## config.mk

```make
export PLATFORM = sky130hd
export DESIGN_NAME = reflet_peripheral
export DESIGN_NICKNAME = d
export VERILOG_FILES = /design/src/source/reflet_pkg.sv /design/src/source/reflet_periph_bus_if.sv /design/src/source/reflet_periph_decoder.sv /design/src/source/reflet_interrupt_mux.sv /design/src/source/reflet_gpio.sv /design/src/source/reflet_timer.sv /design/src/source/reflet_uart_tx.sv /design/src/source/reflet_peripheral.sv
export SDC_FILE = /design/constraint.sdc
export NUM_CORES = 1
export LEC_CHECK = 0
export BUFFER_PORTS_ARGS = -buffer_cell sky130_fd_sc_hd__buf_2
export CAP_MARGIN = 20
export CORE_MARGIN = 4
export CORE_UTILIZATION = 54
export CTS_BUF_LIST = sky130_fd_sc_hd__clkbuf_4 sky130_fd_sc_hd__clkbuf_8
export CTS_CLUSTER_DIAMETER = 30
export DETAILED_ROUTE_END_ITERATION = 8
export PLACE_DENSITY_LB_ADDON = 0.2
export SLEW_MARGIN = 5
export SYNTH_ARGS = -nofsm -noshare
export SYNTH_HDL_FRONTEND = slang
export SYNTH_SLANG_ARGS = --single-unit
```

## constraint.sdc

```tcl
create_clock -name clk -period 2.6 [get_ports clk]
set_input_delay 0.13 -clock clk [delete_from_list [all_inputs] [get_ports clk]]
set_output_delay 0.13 -clock clk [all_outputs]
set_load 0.02 [all_outputs]
```

## src/source/reflet_pkg.sv

```systemverilog
// ============================
// Reflet peripheral package
// register map of the peripheral window,
// word widths and the shared enums
// ============================

package reflet_pkg;

    // register index inside one peripheral and offset inside the window
    localparam int reg_idx_width = 3;
    localparam int offset_width  = 4;
    localparam int total_size    = 16;

    // offset and size of each peripheral
    localparam int imux_off   = 0;
    localparam int imux_size  = 4;
    localparam int gpio_off   = imux_off + imux_size;
    localparam int gpio_size  = 5;
    localparam int timer_off  = gpio_off + gpio_size;
    localparam int timer_size = 3;
    localparam int uart_off   = timer_off + timer_size;
    localparam int uart_size  = 4;

    typedef enum logic [1:0] {
        periph_imux,
        periph_gpio,
        periph_timer,
        periph_uart
    } periph_e;

    typedef enum logic [1:0] {
        src_none,
        src_gpio,
        src_timer,
        src_uart
    } irq_source_e;

    typedef enum logic {
        tmr_stopped,
        tmr_running
    } timer_state_e;

    typedef enum logic [1:0] {
        tx_idle,
        tx_start,
        tx_data,
        tx_stop
    } uart_state_e;

endpackage

```

## src/source/reflet_periph_bus_if.sv

```systemverilog
// ============================
// Reflet peripheral register bus
// one register access path from the
// decoder to a single peripheral
// ============================

`timescale 1ns/1ps

interface reflet_periph_bus_if;

    logic                                 sel;
    logic [reflet_pkg::reg_idx_width-1:0] reg_idx;
    logic [7:0]                           wdata;
    logic                                 write_en;
    // zero when sel is low
    logic [7:0]                           rdata;

    modport decoder (
        output sel,
        output reg_idx,
        output wdata,
        output write_en,
        input  rdata
    );

    modport periph (
        input  sel,
        input  reg_idx,
        input  wdata,
        input  write_en,
        output rdata
    );

endinterface

```

## src/source/reflet_periph_decoder.sv

```systemverilog
// ============================
// Reflet peripheral decoder
// checks the address window, selects one
// peripheral and gathers the read data
// ============================

`timescale 1ns/1ps

module reflet_periph_decoder #(
    parameter int                        base_addr_size = 16,
    parameter logic [base_addr_size-1:0] base_addr      = 16'hFF00
) (
    input  logic                      enable,
    input  logic [base_addr_size-1:0] addr,
    input  logic [7:0]                data_in,
    input  logic                      write_en,
    output logic [7:0]                data_out,
    reflet_periph_bus_if.decoder      imux_bus,
    reflet_periph_bus_if.decoder      gpio_bus,
    reflet_periph_bus_if.decoder      timer_bus,
    reflet_periph_bus_if.decoder      uart_bus
);

    logic [base_addr_size-1:0]            rel_addr;
    logic                                 in_window;
    logic [reflet_pkg::offset_width-1:0]  offset;
    logic [reflet_pkg::offset_width-1:0]  base;
    logic [reflet_pkg::offset_width-1:0]  local_off;
    reflet_pkg::periph_e                  target;

    // compare on the difference so a window near the top does not wrap
    assign rel_addr  = addr - base_addr;
    assign in_window = enable && (addr >= base_addr) && (rel_addr < reflet_pkg::total_size);
    assign offset    = rel_addr[reflet_pkg::offset_width-1:0];

    always_comb
    begin
        target = reflet_pkg::periph_imux;
        base   = '0;
        if (offset < reflet_pkg::imux_off + reflet_pkg::imux_size)
        begin
            target = reflet_pkg::periph_imux;
            base   = reflet_pkg::offset_width'(reflet_pkg::imux_off);
        end
        else if (offset < reflet_pkg::gpio_off + reflet_pkg::gpio_size)
        begin
            target = reflet_pkg::periph_gpio;
            base   = reflet_pkg::offset_width'(reflet_pkg::gpio_off);
        end
        else if (offset < reflet_pkg::timer_off + reflet_pkg::timer_size)
        begin
            target = reflet_pkg::periph_timer;
            base   = reflet_pkg::offset_width'(reflet_pkg::timer_off);
        end
        else if (offset < reflet_pkg::uart_off + reflet_pkg::uart_size)
        begin
            target = reflet_pkg::periph_uart;
            base   = reflet_pkg::offset_width'(reflet_pkg::uart_off);
        end
    end

    // no peripheral is larger than 8 registers
    assign local_off = offset - base;

    assign imux_bus.sel  = in_window && (target == reflet_pkg::periph_imux);
    assign gpio_bus.sel  = in_window && (target == reflet_pkg::periph_gpio);
    assign timer_bus.sel = in_window && (target == reflet_pkg::periph_timer);
    assign uart_bus.sel  = in_window && (target == reflet_pkg::periph_uart);

    assign imux_bus.reg_idx  = local_off[reflet_pkg::reg_idx_width-1:0];
    assign gpio_bus.reg_idx  = local_off[reflet_pkg::reg_idx_width-1:0];
    assign timer_bus.reg_idx = local_off[reflet_pkg::reg_idx_width-1:0];
    assign uart_bus.reg_idx  = local_off[reflet_pkg::reg_idx_width-1:0];

    assign imux_bus.wdata  = data_in;
    assign gpio_bus.wdata  = data_in;
    assign timer_bus.wdata = data_in;
    assign uart_bus.wdata  = data_in;

    assign imux_bus.write_en  = write_en;
    assign gpio_bus.write_en  = write_en;
    assign timer_bus.write_en = write_en;
    assign uart_bus.write_en  = write_en;

    // unselected peripherals return zero
    assign data_out = imux_bus.rdata | gpio_bus.rdata | timer_bus.rdata | uart_bus.rdata;

endmodule

```

## src/source/reflet_interrupt_mux.sv

```systemverilog
// ============================
// Reflet interrupt router
// four route registers, each mapping one
// interrupt source to a CPU interrupt line
// ============================

`timescale 1ns/1ps

module reflet_interrupt_mux (
    input  logic                clk,
    input  logic                arst_n,
    reflet_periph_bus_if.periph bus,
    input  logic                gpio_irq,
    input  logic                timer_irq,
    input  logic                uart_irq,
    output logic [3:0]          interrupt_request
);

    reflet_pkg::irq_source_e route [4];
    logic                    idx_valid;
    logic [1:0]              line;

    assign idx_valid = bus.reg_idx < reflet_pkg::imux_size;
    assign line      = bus.reg_idx[1:0];

    always_ff @(posedge clk or negedge arst_n)
    begin
        if (!arst_n)
        begin
            for (int i = 0; i < 4; i++)
            begin
                route[i] <= reflet_pkg::src_none;
            end
        end
        else if (bus.sel && bus.write_en && idx_valid)
        begin
            route[line] <= reflet_pkg::irq_source_e'(bus.wdata[1:0]);
        end
    end

    always_comb
    begin
        bus.rdata = 8'h00;
        if (bus.sel && idx_valid)
        begin
            bus.rdata = {6'b0, route[line]};
        end
    end

    // each line follows the pulse of its routed source
    always_comb
    begin
        for (int n = 0; n < 4; n++)
        begin
            case (route[n])
                reflet_pkg::src_gpio:  interrupt_request[n] = gpio_irq;
                reflet_pkg::src_timer: interrupt_request[n] = timer_irq;
                reflet_pkg::src_uart:  interrupt_request[n] = uart_irq;
                default:               interrupt_request[n] = 1'b0;
            endcase
        end
    end

endmodule

```

## src/source/reflet_gpio.sv

```systemverilog
// ============================
// Reflet GPIO
// 16 sampled inputs, 16 outputs and an
// interrupt on any input change
// ============================

`timescale 1ns/1ps

module reflet_gpio (
    input  logic                clk,
    input  logic                arst_n,
    reflet_periph_bus_if.periph bus,
    input  logic [15:0]         gpi,
    output logic [15:0]         gpo,
    output logic                irq
);

    localparam logic [2:0] reg_gpi_lo = 3'd0;
    localparam logic [2:0] reg_gpi_hi = 3'd1;
    localparam logic [2:0] reg_gpo_lo = 3'd2;
    localparam logic [2:0] reg_gpo_hi = 3'd3;
    localparam logic [2:0] reg_int_en = 3'd4;

    logic [15:0] gpi_q;
    logic [15:0] gpi_prev;
    logic        int_en;
    logic        wr;

    assign wr = bus.sel && bus.write_en;

    always_ff @(posedge clk or negedge arst_n)
    begin
        if (!arst_n)
        begin
            gpi_q    <= '0;
            gpi_prev <= '0;
            gpo      <= '0;
            int_en   <= 1'b0;
            irq      <= 1'b0;
        end
        else
        begin
            gpi_q    <= gpi;
            gpi_prev <= gpi_q;
            // one cycle pulse, the previous sample catches up next edge
            irq      <= int_en && (gpi_q != gpi_prev);
            if (wr && bus.reg_idx == reg_gpo_lo)
            begin
                gpo[7:0] <= bus.wdata;
            end
            if (wr && bus.reg_idx == reg_gpo_hi)
            begin
                gpo[15:8] <= bus.wdata;
            end
            if (wr && bus.reg_idx == reg_int_en)
            begin
                int_en <= bus.wdata[0];
            end
        end
    end

    always_comb
    begin
        bus.rdata = 8'h00;
        if (bus.sel)
        begin
            case (bus.reg_idx)
                reg_gpi_lo: bus.rdata = gpi_q[7:0];
                reg_gpi_hi: bus.rdata = gpi_q[15:8];
                reg_gpo_lo: bus.rdata = gpo[7:0];
                reg_gpo_hi: bus.rdata = gpo[15:8];
                reg_int_en: bus.rdata = {7'b0, int_en};
                default:    bus.rdata = 8'h00;
            endcase
        end
    end

endmodule

```

## src/source/reflet_timer.sv

```systemverilog
// ============================
// Reflet timer
// reloading 16-bit down counter with a
// run bit and a period interrupt
// ============================

`timescale 1ns/1ps

module reflet_timer (
    input  logic                clk,
    input  logic                arst_n,
    reflet_periph_bus_if.periph bus,
    output logic                irq
);

    localparam logic [2:0] reg_reload_lo = 3'd0;
    localparam logic [2:0] reg_reload_hi = 3'd1;
    localparam logic [2:0] reg_ctrl      = 3'd2;

    logic [15:0]              reload;
    logic [15:0]              count;
    reflet_pkg::timer_state_e state;
    logic                     wr;

    assign wr = bus.sel && bus.write_en;

    always_ff @(posedge clk or negedge arst_n)
    begin
        if (!arst_n)
        begin
            reload <= '0;
            count  <= '0;
            state  <= reflet_pkg::tmr_stopped;
            irq    <= 1'b0;
        end
        else
        begin
            irq <= 1'b0;
            if (wr && bus.reg_idx == reg_reload_lo)
            begin
                reload[7:0] <= bus.wdata;
            end
            if (wr && bus.reg_idx == reg_reload_hi)
            begin
                reload[15:8] <= bus.wdata;
            end
            if (wr && bus.reg_idx == reg_ctrl)
            begin
                // setting run restarts from reload
                if (bus.wdata[0])
                begin
                    state <= reflet_pkg::tmr_running;
                    count <= reload;
                end
                else
                begin
                    state <= reflet_pkg::tmr_stopped;
                end
            end
            else if (state == reflet_pkg::tmr_running)
            begin
                if (count == 16'd0)
                begin
                    count <= reload;
                    irq   <= 1'b1;
                end
                else
                begin
                    count <= count - 16'd1;
                end
            end
        end
    end

    always_comb
    begin
        bus.rdata = 8'h00;
        if (bus.sel)
        begin
            case (bus.reg_idx)
                reg_reload_lo: bus.rdata = reload[7:0];
                reg_reload_hi: bus.rdata = reload[15:8];
                reg_ctrl:      bus.rdata = {7'b0, state == reflet_pkg::tmr_running};
                default:       bus.rdata = 8'h00;
            endcase
        end
    end

endmodule

```

## src/source/reflet_uart_tx.sv

```systemverilog
// ============================
// Reflet UART transmitter
// 8N1 serial output with a busy flag
// and a frame done interrupt
// ============================

`timescale 1ns/1ps

module reflet_uart_tx #(
    parameter int clk_freq  = 1000000,
    parameter int baud_rate = 62500
) (
    input  logic                clk,
    input  logic                arst_n,
    reflet_periph_bus_if.periph bus,
    output logic                tx,
    output logic                irq
);

    localparam int bit_period = clk_freq / baud_rate;
    localparam int cnt_width  = (bit_period > 1) ? $clog2(bit_period) : 1;
    localparam logic [cnt_width-1:0] last_tick = cnt_width'(bit_period - 1);

    localparam logic [2:0] reg_data   = 3'd0;
    localparam logic [2:0] reg_status = 3'd1;

    reflet_pkg::uart_state_e state;
    logic [cnt_width-1:0]    baud_cnt;
    logic [2:0]              bit_cnt;
    logic [7:0]              shift;
    logic                    busy;
    logic                    start;
    logic                    bit_end;

    assign busy    = state != reflet_pkg::tx_idle;
    // writes while busy are dropped
    assign start   = bus.sel && bus.write_en && bus.reg_idx == reg_data && !busy;
    assign bit_end = baud_cnt == last_tick;

    always_ff @(posedge clk or negedge arst_n)
    begin
        if (!arst_n)
        begin
            state    <= reflet_pkg::tx_idle;
            baud_cnt <= '0;
            bit_cnt  <= '0;
            irq      <= 1'b0;
        end
        else
        begin
            irq <= 1'b0;
            if (busy)
            begin
                baud_cnt <= bit_end ? '0 : baud_cnt + 1'b1;
            end
            case (state)
                reflet_pkg::tx_idle:
                    if (start)
                    begin
                        state    <= reflet_pkg::tx_start;
                        baud_cnt <= '0;
                    end
                reflet_pkg::tx_start:
                    if (bit_end)
                    begin
                        state   <= reflet_pkg::tx_data;
                        bit_cnt <= '0;
                    end
                reflet_pkg::tx_data:
                    if (bit_end)
                    begin
                        bit_cnt <= bit_cnt + 3'd1;
                        if (bit_cnt == 3'd7)
                        begin
                            state <= reflet_pkg::tx_stop;
                        end
                    end
                default:
                    if (bit_end)
                    begin
                        state <= reflet_pkg::tx_idle;
                        irq   <= 1'b1;
                    end
            endcase
        end
    end

    // data shifts out lsb first
    always_ff @(posedge clk)
    begin
        if (start)
        begin
            shift <= bus.wdata;
        end
        else if (state == reflet_pkg::tx_data && bit_end)
        begin
            shift <= {1'b0, shift[7:1]};
        end
    end

    always_comb
    begin
        case (state)
            reflet_pkg::tx_start: tx = 1'b0;
            reflet_pkg::tx_data:  tx = shift[0];
            default:              tx = 1'b1;
        endcase
    end

    // data and reserved registers read zero
    assign bus.rdata = (bus.sel && bus.reg_idx == reg_status) ? {7'b0, busy} : 8'h00;

endmodule

```

## src/source/reflet_peripheral.sv

```systemverilog
// ============================
// Reflet peripheral block
// memory mapped interrupt router, GPIO,
// timer and UART behind one byte window
// ============================

`timescale 1ns/1ps

module reflet_peripheral #(
    parameter int                        base_addr_size = 16,
    parameter logic [base_addr_size-1:0] base_addr      = 16'hFF00,
    parameter int                        clk_freq       = 1000000,
    parameter int                        baud_rate      = 62500
) (
    input  logic                      clk,
    input  logic                      arst_n,
    input  logic                      enable,
    input  logic [base_addr_size-1:0] addr,
    input  logic [7:0]                data_in,
    input  logic                      write_en,
    output logic [7:0]                data_out,
    output logic [3:0]                interrupt_request,
    input  logic [15:0]               gpi,
    output logic [15:0]               gpo,
    output logic                      tx
);

    logic gpio_irq;
    logic timer_irq;
    logic uart_irq;

    reflet_periph_bus_if imux_bus ();
    reflet_periph_bus_if gpio_bus ();
    reflet_periph_bus_if timer_bus ();
    reflet_periph_bus_if uart_bus ();

    reflet_periph_decoder #(
        .base_addr_size(base_addr_size),
        .base_addr(base_addr)
    ) decoder (
        .enable(enable),
        .addr(addr),
        .data_in(data_in),
        .write_en(write_en),
        .data_out(data_out),
        .imux_bus(imux_bus.decoder),
        .gpio_bus(gpio_bus.decoder),
        .timer_bus(timer_bus.decoder),
        .uart_bus(uart_bus.decoder)
    );

    reflet_interrupt_mux interrupt_mux (
        .clk(clk),
        .arst_n(arst_n),
        .bus(imux_bus.periph),
        .gpio_irq(gpio_irq),
        .timer_irq(timer_irq),
        .uart_irq(uart_irq),
        .interrupt_request(interrupt_request)
    );

    reflet_gpio gpio (
        .clk(clk),
        .arst_n(arst_n),
        .bus(gpio_bus.periph),
        .gpi(gpi),
        .gpo(gpo),
        .irq(gpio_irq)
    );

    reflet_timer timer (
        .clk(clk),
        .arst_n(arst_n),
        .bus(timer_bus.periph),
        .irq(timer_irq)
    );

    // bit period is clk_freq / baud_rate cycles
    reflet_uart_tx #(
        .clk_freq(clk_freq),
        .baud_rate(baud_rate)
    ) uart (
        .clk(clk),
        .arst_n(arst_n),
        .bus(uart_bus.periph),
        .tx(tx),
        .irq(uart_irq)
    );

endmodule

```

==> metrics.cfg <==
[run_status]
status=completed

[placement]
port-buffer-count=72
place_ws_ns=0.0497
hpwl_um=10800
gp_congestion=0.922
placed_area_um2=6310

[clocking]
clock_path_buffers=2
insertion_delay_ns=0.39
cts-root-buf=clkbuf_8
cts_buffers=9
cts_tree=yes
cts-resized-gates=0
htree_levels=3
numClockSinks=110
path_clk_slew_ns=0.11

[final_layout]
nets=649
final_core_utilization_pct=67.4
area_delta_synth_final_pct=19.3
layout_common_cells=dfrtp_1 (102), buf_2 (71), mux2_2 (53), nand2_1 (34), inv_1 (24)
fill_cells=758
design_area_um2=6710
multiInputGateArea_um2=2690
final_common_cell=dfrtp_1
drive_gt1_share_pct=32.1
ff_latch_area_um2=2790
antenna_cells=0

[routing]
wl_per_cell_um=19.9
drc=0
vias=4422
vias_per_cell=6.04
drt-initial-drc-count=310
ant_nets=0
totalWireLength_um=14600
first_pass_iters=5

[die]
die_h_um=110
dieArea_um2=12100
die_x_um=110
row_count=36
fp.coreArea_um2=9950
num_io_pins=73
start_util_pct=56.5

[global_routing]
antenna_found_initial=0
grt_pass1_wl_um=23700
grt_pass1_vias=4519
grt_use_total_pct=26.1
grt_max_degree=45
grt_overflow=0

[sta]
final_max_slew_viol_count=0
fin_crit_ns=2.42
hold_slack_ns=0.0643
rsz0062_at_grt=no
hold_viol=0
worst_slack_ns=0.180
slew-limit-headroom_pct=57.9
max_slew.worst_pin.slew_ns=0.632
setup_viol=0
setup_tns_ns=0
fin_crit_sh_pct=93.1
clock.fmax_ghz=0.413
fin_skew_ns=0.0108

[logic_synthesis]
synth_top_area_share_pct=45.4
syn_inst=488
synth_compound_area_share_pct=11.8
synth_edf_count=8
syn_area_per_cell_um2=11.5
synth_fa_ha_area_share_pct=2.45
ys_top_cells_by_area=dfrtp_1 (45%), mux2_2 (11%), edfxtp_1 (4.3%)
synth-async-reset-ratio_pct=92.7
ys_warn_count=0
synth_simple_gate_area_share_pct=14.0
syn_area_um2=5630
synth_top_family_by_area=multiplexers
ys_seq_elements=110
yosysTopAreaCell=dfrtp_1
synth.net_count=543
synthFlopType=dfrtp_1
synth_xor_area_share_pct=2.96
yosysUniqueCellTypes=64
synth_mux_area_share_pct=16.2
yosysSeqAreaShare_pct=49.6

[power_and_ir_drop]
switching_share_pct=32.2
pwr-share-comb_pct=23.8
p_per_area_nw_per_um2=610
peakVddDrop_uv=451
p_int_mw=2.78
clkPwrFrac_pct=27.6
p_seq_share_pct=48.6
p_leak_nw=3.11
switchingPower_mw=1.32

[critical_path]
crit_fanout=8
ff2ff_setup_slack_ns=0.38
cp_data_arrival_time_ns=2.29
end_kind=output port
reg2reg_depth=6
path_class=primary input to output port
critPathLaunchType=primary input
crit_required_ns=2.47

[worst_hold_path]
min_path_cells=2
hold_class=primary input to flop

[job]
cap_violations=0

-- final timing paths --
check | startpoint | to
setup / recovery | addr[1] | data_out[2]
hold / removal | data_in[3] | gpio.gpo[11]$_DFFE_PN0P_
setup reg to reg | timer.count[7]$_DFFE_PN0P_ | timer.count[4]$_DFFE_PN0P_
hold reg to reg | gpio.gpi_q[5]$_DFF_PN0_ | gpio.gpi_prev[5]$_DFF_PN0_
max in group asynchronous | arst_n | uart.baud_cnt[2]$_DFF_PN0_
min in group asynchronous | arst_n | timer.count[3]$_DFFE_PN0P_
-- critical path: stages --
cell,delay (ns)
buf_2,0.12
nor2_1,0.13
nor2_1,0.08
ha_1,0.18
ha_1,0.31
xnor2_1,0.46
nand3_1,0.37
o22ai_1,0.29
buf_2,0.21
-- power by group through the flow --
stage	Clock (mW)	Combinational, mW	Sequential (mW)
floorplan	0	0.630	1.99
global placement	0	0.918	2.01
detailed placement	0	0.946	2.02
CTS	1.15	0.970	1.99
global route	1.22	1.08	2.01
finish	1.13	0.974	1.99
-- flip-flops by register name, indices dropped and copies added (netlist names), 4 cells and up --
name                 cells
uart.baud_cnt            4
timer.count             16
timer.reload            16
uart.shift               8
gpio.gpi_prev           16
gpio.gpo                16
gpio.gpi_q              16
interrupt_mux.route      8
-- synthesized netlist by cell type (all sizes together) (11+ instances only) --
| cell type | instances |
|---|---|
| a211oi | 14 |
| dfrtp | 102 |
| mux2 | 54 |
| nand2 | 34 |
| a21oi | 18 |
| nand4 | 12 |
| ha | 11 |
| o21ai | 16 |
| nor2 | 19 |
| o22ai | 13 |
| clkbuf | 15 |
| inv | 24 |
| nor4 | 14 |
| nor3 | 18 |
-- cells by family (layout without fill, tap and decap cells) --
group                    count (synthesis)  after routing
buffers and inverters                   41            152
flip-flops                             110            110
XOR/XNOR                                19             19
adder cells (fa/ha/maj)                 11             11
AND/OR/NAND/NOR                        141            141
AO/OA/AOI/OAI                           94             94
multiplexers                            72             72
-- cell type report --
type	count	share of cell area (%)
repair buffers	112	11.1
multi-input cells	337	40.1
clock inverters	6	1.36
well taps	133	2.48
inverters	24	1.34
flip-flops and latches	110	41.6
clock buffers	10	2.05
-- through the flow --
step,power (mW),instances
global placement,2.93,699
detailed placement,2.97,699
floorplan,2.62,488
CTS,4.11,732
finish,4.09,732
global route,4.31,732
-- per-layer routing --
layer / track usage, % / wire length [um]
met2: 45.6 / 7530
met1: 32.5 / 5870
met4: 8.19 / 295
met5: 0 / 0
met3: 5.47 / 903
-- timing repair --
| action | CTS | global route |
|---|---|---|
| hold buffers | 17 | 0 |
| setup buffers | 0 | 0 |
| hold endpoints to repair | 58 | 0 |
(Power assumes the default switching activity.)
